### src/spi_pkg.sv
package spi_pkg;

  // One byte on the wire, sent MSB first
  typedef logic [7:0] spi_byte_t;

  // Command or reply word, eight bytes sent LSB byte first
  // [63:56] opcode, [55:48] address, [47:32] frame count, [31:0] data
  typedef logic [63:0] spi_word_t;

  // Register contents
  typedef logic [31:0] spi_data_t;

  // Register address field
  typedef logic [7:0] spi_addr_t;

  // Opcode field
  typedef logic [7:0] spi_opcode_t;

  // Number of command words seen, wraps
  typedef logic [15:0] spi_frame_cnt_t;

  localparam spi_opcode_t OP_WRITE = 8'h01;
  localparam spi_opcode_t OP_READ  = 8'h02;
  // Returned for bad opcodes and out of range addresses
  localparam spi_opcode_t OP_ERROR = 8'hEE;

endpackage

### src/spi_input_sync.sv
`timescale 1ns/1ps

module spi_input_sync (
  input  logic clk,
  input  logic arst_n,
  input  logic sck,
  input  logic cs_n,
  input  logic copi,
  output logic sck_rise,
  output logic sck_fall,
  output logic sel,
  output logic copi_bit
);

  // Three flops per pin, bit 0 takes the raw pin, bit 2 is the oldest
  logic [2:0] sck_q;
  logic [2:0] cs_n_q;
  logic [2:0] copi_q;

  always_ff @(posedge clk or negedge arst_n) begin
    if (!arst_n) begin
      sck_q  <= '0;
      // Chip select idles deasserted
      cs_n_q <= '1;
      copi_q <= '0;
    end else begin
      sck_q  <= {sck_q[1:0], sck};
      cs_n_q <= {cs_n_q[1:0], cs_n};
      copi_q <= {copi_q[1:0], copi};
    end
  end

  // Edges from the two oldest SCK samples
  assign sck_rise = (sck_q[2:1] == 2'b01);
  assign sck_fall = (sck_q[2:1] == 2'b10);

  // Active low select turned into a level
  assign sel      = ~cs_n_q[2];
  assign copi_bit = copi_q[2];

endmodule

### src/spi_byte_engine.sv
`timescale 1ns/1ps

module spi_byte_engine (
  input  logic               clk,
  input  logic               arst_n,
  input  logic               sck_rise,
  input  logic               sck_fall,
  input  logic               sel,
  input  logic               copi_bit,
  input  spi_pkg::spi_byte_t tx_byte,
  output spi_pkg::spi_byte_t rx_byte,
  output logic               rx_strobe,
  output logic               cipo,
  output logic               cipo_oe
);

  // Receive bit count, steps up on rising SCK
  logic [2:0] rx_cnt;
  // Transmit bit index, steps down on falling SCK, MSB first
  logic [2:0] tx_cnt;

  always_ff @(posedge clk or negedge arst_n) begin
    if (!arst_n) begin
      rx_cnt    <= 3'd0;
      tx_cnt    <= 3'd7;
      rx_strobe <= 1'b0;
    end else begin
      // Strobe is a single cycle pulse
      rx_strobe <= 1'b0;
      if (!sel) begin
        // Deselect restarts both counters so a broken frame starts clean
        rx_cnt <= 3'd0;
        tx_cnt <= 3'd7;
      end else begin
        if (sck_rise) begin
          rx_cnt    <= rx_cnt + 3'd1;
          // Eighth bit completes the byte
          rx_strobe <= (rx_cnt == 3'd7);
        end
        if (sck_fall) begin
          // Wraps from 0 back to 7 for the next byte
          tx_cnt <= tx_cnt - 3'd1;
        end
      end
    end
  end

  // Shift register for incoming COPI bits, MSB arrives first
  always_ff @(posedge clk) begin
    if (sel && sck_rise) begin
      rx_byte <= {rx_byte[6:0], copi_bit};
    end
  end

  // Mode 0, bit 7 is on the line as soon as select is seen
  assign cipo    = tx_byte[tx_cnt];
  // Pad driver enable, the chip level builds the tristate
  assign cipo_oe = sel;

endmodule

### src/spi_word_framer.sv
`timescale 1ns/1ps

module spi_word_framer (
  input  logic               clk,
  input  logic               arst_n,
  input  logic               sel,
  input  logic               rx_strobe,
  input  spi_pkg::spi_byte_t rx_byte,
  input  spi_pkg::spi_word_t reply_word,
  output spi_pkg::spi_byte_t tx_byte,
  output spi_pkg::spi_word_t cmd_word,
  output logic               cmd_valid
);

  // Position of the current byte inside the 64-bit word
  logic [2:0] byte_idx;

  always_ff @(posedge clk or negedge arst_n) begin
    if (!arst_n) begin
      byte_idx  <= 3'd0;
      cmd_valid <= 1'b0;
    end else begin
      cmd_valid <= 1'b0;
      if (!sel) begin
        // Aborted or finished frame, next one starts at byte 0
        byte_idx <= 3'd0;
      end else if (rx_strobe) begin
        // Wraps after byte 7 so back to back words share one frame
        byte_idx  <= byte_idx + 3'd1;
        cmd_valid <= (byte_idx == 3'd7);
      end
    end
  end

  // New byte enters at the top
  // After eight bytes the first one sits in bits 7..0
  always_ff @(posedge clk) begin
    if (rx_strobe) begin
      cmd_word <= {rx_byte, cmd_word[63:8]};
    end
  end

  // Reply goes out little endian, byte n while receiving byte n
  assign tx_byte = reply_word[{byte_idx, 3'b000} +: 8];

endmodule

### src/spi_command_regs.sv
`timescale 1ns/1ps

module spi_command_regs #(
  parameter int NUM_REGS = 4
) (
  input  logic               clk,
  input  logic               arst_n,
  input  logic               cmd_valid,
  input  spi_pkg::spi_word_t cmd_word,
  output spi_pkg::spi_word_t reply_word,
  output spi_pkg::spi_data_t ctrl
);

  import spi_pkg::*;

  // Register bank, entry 0 doubles as the control output
  spi_data_t      regs [NUM_REGS];
  spi_frame_cnt_t frame_cnt;
  spi_frame_cnt_t frame_cnt_next;

  // Command fields
  spi_opcode_t    cmd_op;
  spi_addr_t      cmd_addr;
  spi_data_t      cmd_data;

  logic           addr_ok;
  logic           is_write;
  logic           is_read;
  logic           cmd_ok;
  spi_data_t      cur_val;
  spi_data_t      new_val;
  spi_opcode_t    reply_op;
  spi_data_t      reply_data;

  // Bits 47..32 of a command carry nothing
  assign cmd_op   = cmd_word[63:56];
  assign cmd_addr = cmd_word[55:48];
  assign cmd_data = cmd_word[31:0];

  assign addr_ok  = (int'(cmd_addr) < NUM_REGS);
  assign is_write = (cmd_op == OP_WRITE);
  assign is_read  = (cmd_op == OP_READ);
  assign cmd_ok   = addr_ok && (is_write || is_read);

  // Counter steps before the reply is built
  assign frame_cnt_next = frame_cnt + 16'd1;

  // Addressed register, compare based so any bank size is safe
  always_comb begin
    cur_val = '0;
    for (int i = 0; i < NUM_REGS; i++) begin
      if (int'(cmd_addr) == i) begin
        cur_val = regs[i];
      end
    end
  end

  // Value after the command, reads leave it as is
  assign new_val    = is_write ? cmd_data : cur_val;
  assign reply_op   = cmd_ok ? cmd_op : OP_ERROR;
  // Error replies carry zero data
  assign reply_data = cmd_ok ? new_val : '0;

  always_ff @(posedge clk or negedge arst_n) begin
    if (!arst_n) begin
      for (int i = 0; i < NUM_REGS; i++) begin
        regs[i] <= '0;
      end
      frame_cnt  <= '0;
      reply_word <= '0;
    end else if (cmd_valid) begin
      frame_cnt <= frame_cnt_next;
      // Only a good write touches the bank
      if (cmd_ok && is_write) begin
        for (int i = 0; i < NUM_REGS; i++) begin
          if (int'(cmd_addr) == i) begin
            regs[i] <= cmd_data;
          end
        end
      end
      // Held until the next command, shifted out in the next frame
      reply_word <= {reply_op, cmd_addr, frame_cnt_next, reply_data};
    end
  end

  assign ctrl = regs[0];

endmodule

### src/spi_word_target.sv
`timescale 1ns/1ps

module spi_word_target #(
  parameter int NUM_REGS = 4
) (
  input  logic               clk,
  input  logic               arst_n,
  input  logic               sck,
  input  logic               cs_n,
  input  logic               copi,
  output logic               cipo,
  output logic               cipo_oe,
  output spi_pkg::spi_data_t ctrl
);

  import spi_pkg::*;

  // Synchronized pin events
  logic      sck_rise;
  logic      sck_fall;
  logic      sel;
  logic      copi_bit;

  // Byte level traffic
  spi_byte_t rx_byte;
  logic      rx_strobe;
  spi_byte_t tx_byte;

  // Word level traffic
  spi_word_t cmd_word;
  logic      cmd_valid;
  spi_word_t reply_word;

  spi_input_sync u_sync (
    .clk      (clk),
    .arst_n   (arst_n),
    .sck      (sck),
    .cs_n     (cs_n),
    .copi     (copi),
    .sck_rise (sck_rise),
    .sck_fall (sck_fall),
    .sel      (sel),
    .copi_bit (copi_bit)
  );

  spi_byte_engine u_byte (
    .clk       (clk),
    .arst_n    (arst_n),
    .sck_rise  (sck_rise),
    .sck_fall  (sck_fall),
    .sel       (sel),
    .copi_bit  (copi_bit),
    .tx_byte   (tx_byte),
    .rx_byte   (rx_byte),
    .rx_strobe (rx_strobe),
    .cipo      (cipo),
    .cipo_oe   (cipo_oe)
  );

  spi_word_framer u_framer (
    .clk        (clk),
    .arst_n     (arst_n),
    .sel        (sel),
    .rx_strobe  (rx_strobe),
    .rx_byte    (rx_byte),
    .reply_word (reply_word),
    .tx_byte    (tx_byte),
    .cmd_word   (cmd_word),
    .cmd_valid  (cmd_valid)
  );

  // Reply to command k leaves during frame k+1
  spi_command_regs #(
    .NUM_REGS (NUM_REGS)
  ) u_regs (
    .clk        (clk),
    .arst_n     (arst_n),
    .cmd_valid  (cmd_valid),
    .cmd_word   (cmd_word),
    .reply_word (reply_word),
    .ctrl       (ctrl)
  );

endmodule

### config.mk
export PLATFORM = sky130hd
export DESIGN_NAME = spi_word_target
export DESIGN_NICKNAME = d
export VERILOG_FILES = /design/src/spi_pkg.sv /design/src/spi_input_sync.sv /design/src/spi_byte_engine.sv /design/src/spi_word_framer.sv /design/src/spi_command_regs.sv /design/src/spi_word_target.sv
export SDC_FILE = /design/constraint.sdc
export NUM_CORES = 1
export LEC_CHECK = 0
export ABC_AREA = 0
export CORE_ASPECT_RATIO = 1.75
export CORE_UTILIZATION = 30
export CTS_BUF_LIST = sky130_fd_sc_hd__clkbuf_4 sky130_fd_sc_hd__clkbuf_8
export DETAILED_ROUTE_END_ITERATION = 7
export DONT_BUFFER_PORTS = 1
export GPL_TIMING_DRIVEN = 0
export SLEW_MARGIN = 10
export SYNTH_ARGS = -nofsm -noshare
export SYNTH_HDL_FRONTEND = slang
export SYNTH_HIERARCHICAL = 1
export SYNTH_SLANG_ARGS = --single-unit
### constraint.sdc
create_clock -name clk -period 2.9 [get_ports clk]
set_clock_uncertainty 0.05 [all_clocks]
set_input_delay 0.725 -clock clk [delete_from_list [all_inputs] [get_ports clk]]
set_output_delay 0.725 -clock clk [all_outputs]
set_load 0.03 [all_outputs]
### Word level (Yosys, flattened, before mapping)

Cells that the tools add are included.

* flip-flop bits (word level): 300
* logic and storage cells: 64

* $add $sub $neg: 4
* order comparisons: 2
* equal/unequal tests: 9
* shift operators: 1
* mux-type cells: 19
* bitwise operators: 1
* reductions and logical operators: 12

Operators with widths (count)
* $mux W32: 6
* $shiftx A64 B7 Y8: 1
* $mux W3: 6
* $add A16 B1 Y16 const B: 1
* $eq A8 B2 Y1 const B: 2
* $eq A8 B3 Y1 const B: 2
* $reduce_and A3 Y1: 4
* $eq A8 B1 Y1 const B: 1
* $logic_not A8 Y1: 1
* $lt A8 B3 Y1 const B: 1
* $mux W8: 1
* $add A3 B1 Y3 const B: 2
* $eq A3 B3 Y1 const B: 2
* $reduce_bool A2 Y1: 3
* $mux W1: 5
* $lt A3 B4 Y1 const B: 1
* $bmux W1 S3: 1
* $logic_and A1 B1 Y1: 3
* $sub A3 B1 Y3 const B: 1
* $eq A2 B1 Y1 const B: 1
* $eq A2 B2 Y1 const B: 1
* $logic_or A1 B1 Y1: 1
* $not A1 Y1: 1

### Depth between registers and ports, before layout

Gate-level depths: netlist of the first run.

* depth after elaboration: 7
* gate-level depth with buffers: 6
* depth with buffers taken out: 5

### Modules after synthesis

The synthesis of the first run kept the hierarchy.

By module, submodules not included
* spi_command_regs: times used 1, cells each 564, area each 8536.9 µm², sequential area each 4804.6 µm²
* spi_word_framer: times used 1, cells each 106, area each 2655.0 µm², sequential area each 2021.9 µm²
* spi_byte_engine: times used 1, cells each 39, area each 638.1 µm², sequential area each 419.2 µm²
* spi_input_sync: times used 1, cells each 12, area each 247.7 µm², sequential area each 229.0 µm²

### Worst setup path after synthesis of the first run

OpenSTA, ideal clock, no wires.

* path kind: register to output
* from: register u_framer.byte_idx[0]
* to: output port cipo
* arrival: 2226 ps
* path slack: -101 ps
* cell stages (with the launch flop): 7
* buffers on the path: 2
* path through: dfrtp_1 buf_6 buf_12 mux4_1 mux2_2 mux4_1 mux2_2

* cells in the longest elaborated chain, start to end: 3

RTL lines
* start, declared: RTL line spi_word_framer.sv:16 `logic [2:0] byte_idx;`
* start signal, assigned: RTL line spi_word_framer.sv:29 `byte_idx <= byte_idx + 3'd1;`
* $shiftx A64 B7 Y8: RTL line spi_word_framer.sv:44 `assign tx_byte = reply_word[{byte_idx, 3'b000} +: 8];`
* net tx_byte[1]: RTL line spi_word_target.sv:27 `spi_byte_t tx_byte;`
* $bmux W1 S3: RTL line spi_byte_engine.sv:56 `assign cipo = tx_byte[tx_cnt];`
* $mux W1 (not written as such): RTL line spi_byte_engine.sv:56
* end, declared: RTL line spi_word_target.sv:11 `output logic cipo,`

The timed path passes the listed nets, and every way through them passes these cells. The select of a mux whose other input is x is not followed.

### Final worst setup path of the first run

Ends and elaborated chain as after synthesis.

==> impl_metrics.env, run 1 <==
export IMPL_status="finished, violations left"
export IMPL_violations="negative hold slack, negative setup slack"
export IMPL_vias_per_cell=4.82
export IMPL_layout_common_cells="205 x dfrtp_1, 137 x mux2_2, 72 x edfxtp_1, 53 x clkbuf_8"
export IMPL_cts_sinks=284
export IMPL_post_route_util=0.346
export IMPL_routed_top_layer="met4"
export IMPL_clockBufferDepth=3
export IMPL_cp_start_kind="flop"
export IMPL_drt_iter0_drc=294
export IMPL_ys_warnings_count=6
export IMPL_final_cells=1292
export IMPL_overflow=0
export IMPL_dp_cells=1212
export IMPL_total_leakage_power_uw=0.00614
export IMPL_p_switching_uw=1530
export IMPL_clockPowerShare=0.457
export IMPL_crit_required_ns=2.12
export IMPL_dp_hpwl_microns=17700
export IMPL_final_nets=779
export IMPL_crit_path_end_kind="output pin"
export IMPL_ys_seq_area_frac=0.619
export IMPL_dieHeight_microns=267
export IMPL_wl_met1_microns=10100
export IMPL_cts_tree="yes"
export IMPL_cpMostUsedCell="mux4_2"
export IMPL_start_util=0.307
export IMPL_power_uw=7630
export IMPL_place_gp_congestion=0.790
export IMPL_min_period_ns=3.63
export IMPL_netlist_instances=721
export IMPL_rsz0062_at_grt="true"
export IMPL_max_stage_delay_ns=0.50
export IMPL_ir_drop_mv=0.243
export IMPL_max_cap_violations=0
export IMPL_wl_met2_microns=14300
export IMPL_grt_max_degree=213
export IMPL_avgSynthCellArea_sq_um=16.8
export IMPL_design_area_sq_mm=0.0136
export IMPL_ios=39
export IMPL_place_area_sq_mm=0.0127
export IMPL_grt_usage=0.134
export IMPL_path_class="reg -> out"
export IMPL_drt_pass1_iter_count=4
export IMPL_netSwitchingFraction=0.200
export IMPL_relSlewSlack=0.469
export IMPL_crit_chain="buf_6, clkbuf_16, mux4_2, mux2_2, mux4_2, mux2_4"
export IMPL_synth_fp_nets=732
export IMPL_path_max_fanout=9
export IMPL_p_int_uw=6100
export IMPL_row_count=96
export IMPL_wl_per_cell_microns=20.3
export IMPL_fp_dieW_microns=154
export IMPL_max_freq_mhz=275
export IMPL_met3RoutedLength_microns=963
export IMPL_routed_wl_microns=26300
export IMPL_holdWs_ns=-0.181
export IMPL_synth_flop_cell="dfrtp_1"
export IMPL_hold_class="in -> async"
export IMPL_final_max_slew_violation_count=0
export IMPL_ys_types=37
export IMPL_cts_root_buf="clkbuf_8"
export IMPL_crit_arrival_ns=2.86
export IMPL_via_count=6230
export IMPL_antenna_left=0
export IMPL_syn_area_sq_mm=0.0121
export IMPL_setup_slack_ns=-0.734
export IMPL_synth_seq_cells=284
export IMPL_power_frac_comb=0.003
export IMPL_postCtsSetupRepairBufs=0
export IMPL_syn_to_final_growth_pct=13.0
export IMPL_cts_inserted_buffers=43
export IMPL_htree_levels=2
export IMPL_power_density_mw_per_mm2=559
export IMPL_seqPwrFrac=0.540
export IMPL_setup_viol=1
export IMPL_synthArstFlopShare=0.746
export IMPL_die_area_sq_mm=0.0411
export IMPL_clkTransAtPathRegs_ns=0.06
export IMPL_synth_edff_count=72
export IMPL_grt_pass1_wl_microns=41400
export IMPL_fin_crit_sh=1.25
export IMPL_rr_worst_depth=4
export IMPL_io_buffers=0
export IMPL_layout_commonest_cell="dfrtp_1"
export IMPL_hold_viol=206
export IMPL_drive_gt1_frac=0.418
export IMPL_drc=0
export IMPL_clkLatencyLatePin_ns=0.57
export IMPL_tightest_slew_ns=0.797
export IMPL_crit_slowest_cell="mux4_2"
export IMPL_pre_cts_slack_ns=-0.168
export IMPL_core_area_sq_mm=0.0394
export IMPL_antenna_found_initial=1
export IMPL_first_global_vias=6842
-- cell type report --
class | count | area, sq um
Tap cell | 490 | 613
Timing Repair Buffer | 2 | 52.6
Clock inverter | 6 | 53.8
Fill cell | 3736 | 25700
Sequential cell | 284 | 7480
Multi-Input combinational cell | 360 | 4070
Antenna cell | 1 | 2.50
Inverter | 7 | 26.3
Buffer | 70 | 485
Clock buffer | 72 | 872
-- path summary, 6_finish.rpt --
path                                                  startpoint                                to  slack, ns
worst max-delay path            u_framer/byte_idx[0]$_DFFE_PN0P_                              cipo      -0.73
worst min-delay path                                      arst_n        u_regs/ctrl[3]$_DFFE_PN0P_      -0.18
worst max register to register   u_framer/cmd_word[49]$_DFFE_PP_  u_regs/reply_word[7]$_DFFE_PN0P_       0.34
worst min register to register        u_sync/copi_q[1]$_DFF_PN0_        u_sync/copi_q[2]$_DFF_PN0_       0.29
max in group asynchronous                                 arst_n       u_regs/regs[27]$_DFFE_PN0P_       2.51
min in group clk                                            cs_n        u_sync/cs_n_q[0]$_DFF_PN1_       0.11
-- layer usage --
layer,track usage,vias to the layer above
met5,0,-
met4,0.0673,0
met3,0.0246,53
met2,0.245,131
met1,0.147,3274
li1,-,2772
-- state kept, by name, summed over array words and instances, names as in the netlist --
| name | cells |
|---|---|
| u_byte/rx_byte | 8 |
| u_byte/rx_cnt | 3 |
| u_byte/rx_strobe | 1 |
| u_byte/tx_cnt | 3 |
| u_framer/byte_idx | 3 |
| u_framer/cmd_valid | 1 |
| u_framer/cmd_word | 64 |
| u_regs/ctrl | 32 |
| u_regs/regs | 96 |
| u_regs/reply_word | 64 |
| u_sync/copi_q | 3 |
| u_sync/cs_n_q | 3 |
| u_sync/sck_q | 3 |
-- cells in the mapped netlist, types with 2 or more instances --
library cell | count | area share
buf_4 | 43 | 0.027
xor2_1 | 6 | 0.0044
mux4_2 | 32 | 0.060
inv_1 | 7 | 0.0022
clkbuf_1 | 12 | 0.0037
nand3_1 | 5 | 0.0021
o21ai_0 | 2 | 0.00083
mux2i_1 | 4 | 0.0033
a221o_1 | 32 | 0.027
ha_1 | 6 | 0.0062
mux2_1 | 6 | 0.0056
nand4_1 | 6 | 0.0031
dfstp_2 | 6 | 0.013
mux4_1 | 18 | 0.039
and3_1 | 3 | 0.0016
nand2b_1 | 3 | 0.0016
buf_6 | 4 | 0.0037
nor4_4 | 3 | 0.0053
mux2_2 | 140 | 0.13
nand2_1 | 8 | 0.0025
nor2b_1 | 38 | 0.020
nor2_1 | 21 | 0.0065
and2_1 | 3 | 0.0016
a21oi_1 | 2 | 0.00083
edfxtp_1 | 72 | 0.18
xnor2_1 | 12 | 0.0087
buf_2 | 9 | 0.0037
nor4b_4 | 2 | 0.0039
dfrtp_1 | 206 | 0.43
nor3_1 | 3 | 0.0012
-- per-stage QoR --
stage          hold WS [ns]  TNS (ns)
6_report             -0.181    -0.734
5_1_grt              -0.224    -0.818
4_1_cts              -0.233    -0.793
3_5_place_dp          0.286    -0.168
3_3_place_gp          0.288    -0.313
2_1_floorplan         0.281   -0.0181
-- what timing repair did --
| item | 4_1_cts | 5_1_grt |
|---|---|---|
| cloned | 0 | 1 |
| setup endpoints to repair | 1 | 1 |
| hold endpoints to repair | 206 | 206 |
| gates resized for setup | 1 | 2 |
-- cell families after synthesis --
family	count (synthesis)	share of synthesized area
flops	284	0.619
mux	200	0.238
simple gates	99	0.0527
buf+inv	77	0.0421
compound gates	37	0.0288
xor+xnor	18	0.0131
fa+ha+maj	6	0.00622
-- power groups by stage --
stage / combinational, uW / clock [uW] / sequential, uW
final: 24.4 / 3490 / 4120
after global placement: 23.9 / 0 / 4190
after CTS: 25.0 / 3620 / 4120
after detailed placement: 25.0 / 0 / 4190
after floorplan: 20.2 / 0 / 4190
after global routing: 28.2 / 3750 / 4120
-- critical path, delay by kind of cell (launching register included) --
| kind | cells | cell delay (ns) |
|---|---|---|
| flops | 1 | 0.37 |
| mux | 4 | 1.57 |
| buf+inv | 2 | 0.35 |
Power figures use the tool's default switching activity.
==> inputs of run 2 (changes only) <==
==> constraint.sdc (replaced) <==
create_clock -name clk -period 4.02 [get_ports clk]
set_clock_uncertainty 0.05 [all_clocks]
set_input_delay 1.005 -clock clk [delete_from_list [all_inputs] [get_ports clk]]
set_output_delay 1.005 -clock clk [all_outputs]
set_load 0.03 [all_outputs]
==> run 2 against run 1 <==
  * Core utilization about the same
  * Routed wire length up 3.3%
  * Final area about the same
  * Via count up 1.1%
  * Flip-flop and latch count unchanged
  * Sequential share of layout area about the same
  * Global-route usage up 0.20 points
  * The flow now finishes without violations
  * Largest power group unchanged
  * Worst hold slack better by 0.29 ns
  * Worst setup slack better by 0.80 ns
  * Non-clock buffer count up 2
==> impl_metrics.env, run 2 (synthesized netlist as in run 1, its figures left out) <==
export IMPL_final_nets=778
export IMPL_layout_common_cells="205 x dfrtp_1, 139 x mux2_2, 72 x edfxtp_1, 46 x buf_4, 43 x clkbuf_8"
export IMPL_wl_per_cell_microns=21.1
export IMPL_crit_required_ns=2.96
export IMPL_cts_inserted_buffers=40
export IMPL_hold_class="in -> async"
export IMPL_nFillCells=3762
export IMPL_relSlewSlack=0.455
export IMPL_grt_usage=0.136
export IMPL_grt_max_degree=213
export IMPL_dp_hpwl_microns=18200
export IMPL_cts_sinks=284
export IMPL_crit_slowest_cell="mux4_1"
export IMPL_core_area_sq_mm=0.0394
export IMPL_multi_input_area_sq_mm=0.00408
export IMPL_max_stage_delay_ns=0.62
export IMPL_final_max_slew_violation_count=0
export IMPL_max_freq_mhz=253
export IMPL_final_cells=1288
export IMPL_layout_commonest_cell="dfrtp_1"
export IMPL_start_util=0.307
export IMPL_syn_to_final_growth_pct=13.0
export IMPL_cts_tree="yes"
export IMPL_antenna_found_initial=1
export IMPL_clockBufferDepth=3
export IMPL_drt_iter0_drc=341
export IMPL_dp_cells=1212
export IMPL_antenna_left=0
export IMPL_path_buf_inv=2
export IMPL_fp_dieW_microns=154
export IMPL_place_area_sq_mm=0.0127
export IMPL_ios=39
export IMPL_path_max_fanout=7
export IMPL_hold_buffers=0
export IMPL_status="finished, final reports clean"
export IMPL_design_area_sq_mm=0.0136
export IMPL_clkLatencyLatePin_ns=0.55
export IMPL_path_class="reg -> out"
export IMPL_vias_per_cell=4.89
export IMPL_setup_viol=0
export IMPL_min_period_ns=3.95
export IMPL_post_route_util=0.346
export IMPL_largestRegisters="u_regs/regs: 96 flops, u_framer/cmd_word: 64 flops, u_regs/reply_word: 64 flops"
export IMPL_max_cap_violations=0
export IMPL_routed_wl_microns=27200
export IMPL_ir_drop_mv=0.161
export IMPL_place_gp_congestion=0.815
export IMPL_via_count=6297
export IMPL_largest_register_ffs=96
export IMPL_first_global_vias=6804
export IMPL_top_register="u_regs/regs"
export IMPL_die_area_sq_mm=0.0411
export IMPL_drive_gt1_frac=0.405
export IMPL_drt_pass1_iter_count=4
export IMPL_total_leakage_power_uw=0.00616
export IMPL_crit_chain="buf_6, buf_4, mux4_1, mux2_2, mux4_1, mux2_4"
export IMPL_overflow=0
export IMPL_power_density_mw_per_mm2=407
export IMPL_cpMostUsedCell="mux4_1"
export IMPL_hold_viol=0
export IMPL_clkTransAtPathRegs_ns=0.06
export IMPL_htree_levels=2
export IMPL_drc=0
export IMPL_crit_arrival_ns=2.90
export IMPL_fin_crit_sh=0.984
export IMPL_cts_root_buf="clkbuf_8"
export IMPL_cp_start_kind="flop"
export IMPL_tightest_slew_ns=0.817
export IMPL_dieHeight_microns=267
export IMPL_io_buffers=0
export IMPL_regArea_sq_mm=0.00748
export IMPL_row_count=96
export IMPL_path_delay_family="multiplexers"
export IMPL_grt_pass1_wl_microns=41900
export IMPL_crit_path_end_kind="output pin"
-- run 2: timing repair --
item,in CTS,in global routing
resized for setup,2,5
setup buffers,0,3
setup endpoints to repair,1,1
hold endpoints to repair,0,0
-- run 2: path summary, 6_finish.rpt --
path | startpoint | end | slack, ns | cells after the start
worst min register to register | u_sync/copi_q[0]$_DFF_PN0_ | u_sync/copi_q[1]$_DFF_PN0_ | 0.30 | 0
min in group clk | u_sync/copi_q[0]$_DFF_PN0_ | u_sync/copi_q[1]$_DFF_PN0_ | 0.30 | 0
max in group asynchronous | arst_n | u_regs/regs[79]$_DFFE_PN0P_ | 3.32 | 0
worst max-delay path | u_framer/byte_idx[0]$_DFFE_PN0P_ | cipo | 0.07 | 6
worst max register to register | u_framer/cmd_word[49]$_DFFE_PP_ | u_regs/reply_word[5]$_DFFE_PN0P_ | 1.41 | 4
worst min-delay path | arst_n | u_sync/copi_q[0]$_DFF_PN0_ | 0.11 | 0
-- run 2: per-layer routing --
metal / wire length, microns / up-vias / part of all wire / global-route usage
met5: 0 / - / 0 / 0
met4: 1250 / 0 / 0.046 / 0.0724
met3: 749 / 54 / 0.028 / 0.0180
met2: 15000 / 118 / 0.55 / 0.257
met1: 10100 / 3357 / 0.37 / 0.145
li1: - / 2768 / - / -
-- run 2: area by class of cell --
type,instances,area share
Multi-Input combinational cell,360,0.299
Sequential cell,284,0.548
Clock buffer,56,0.0505
Tap cell,490,0.0449
Buffer,70,0.0356
Antenna cell,1,0.000183
Timing Repair Buffer,4,0.00367
Inverter,7,0.00193
Clock inverter,16,0.0157
-- run 2: through the flow --
| step | hold slack [ns] | total power [uW] | worst slack [ns] | TNS [ns] |
|---|---|---|---|---|
| 6_report | 0.110 | 5550 | 0.0651 | 0 |
| 5_1_grt | 0.0851 | 5730 | -0.00130 | -0.00130 |
| 4_1_cts | 0.0763 | 5630 | 0.00123 | 0 |
| 3_5_place_dp | 0.289 | 3040 | 0.397 | 0 |
| 3_3_place_gp | 0.285 | 3040 | 0.394 | 0 |
| 2_1_floorplan | 0.281 | 3040 | 0.739 | 0 |
-- run 2: report_power, final --
part	internal, uW	switching, uW	total [uW]	leakage (uW)
sequential	2960	5.68	2970	0.00357
combinational	7.80	9.40	17.2	0.00212
clock	1440	1120	2560	0.000467
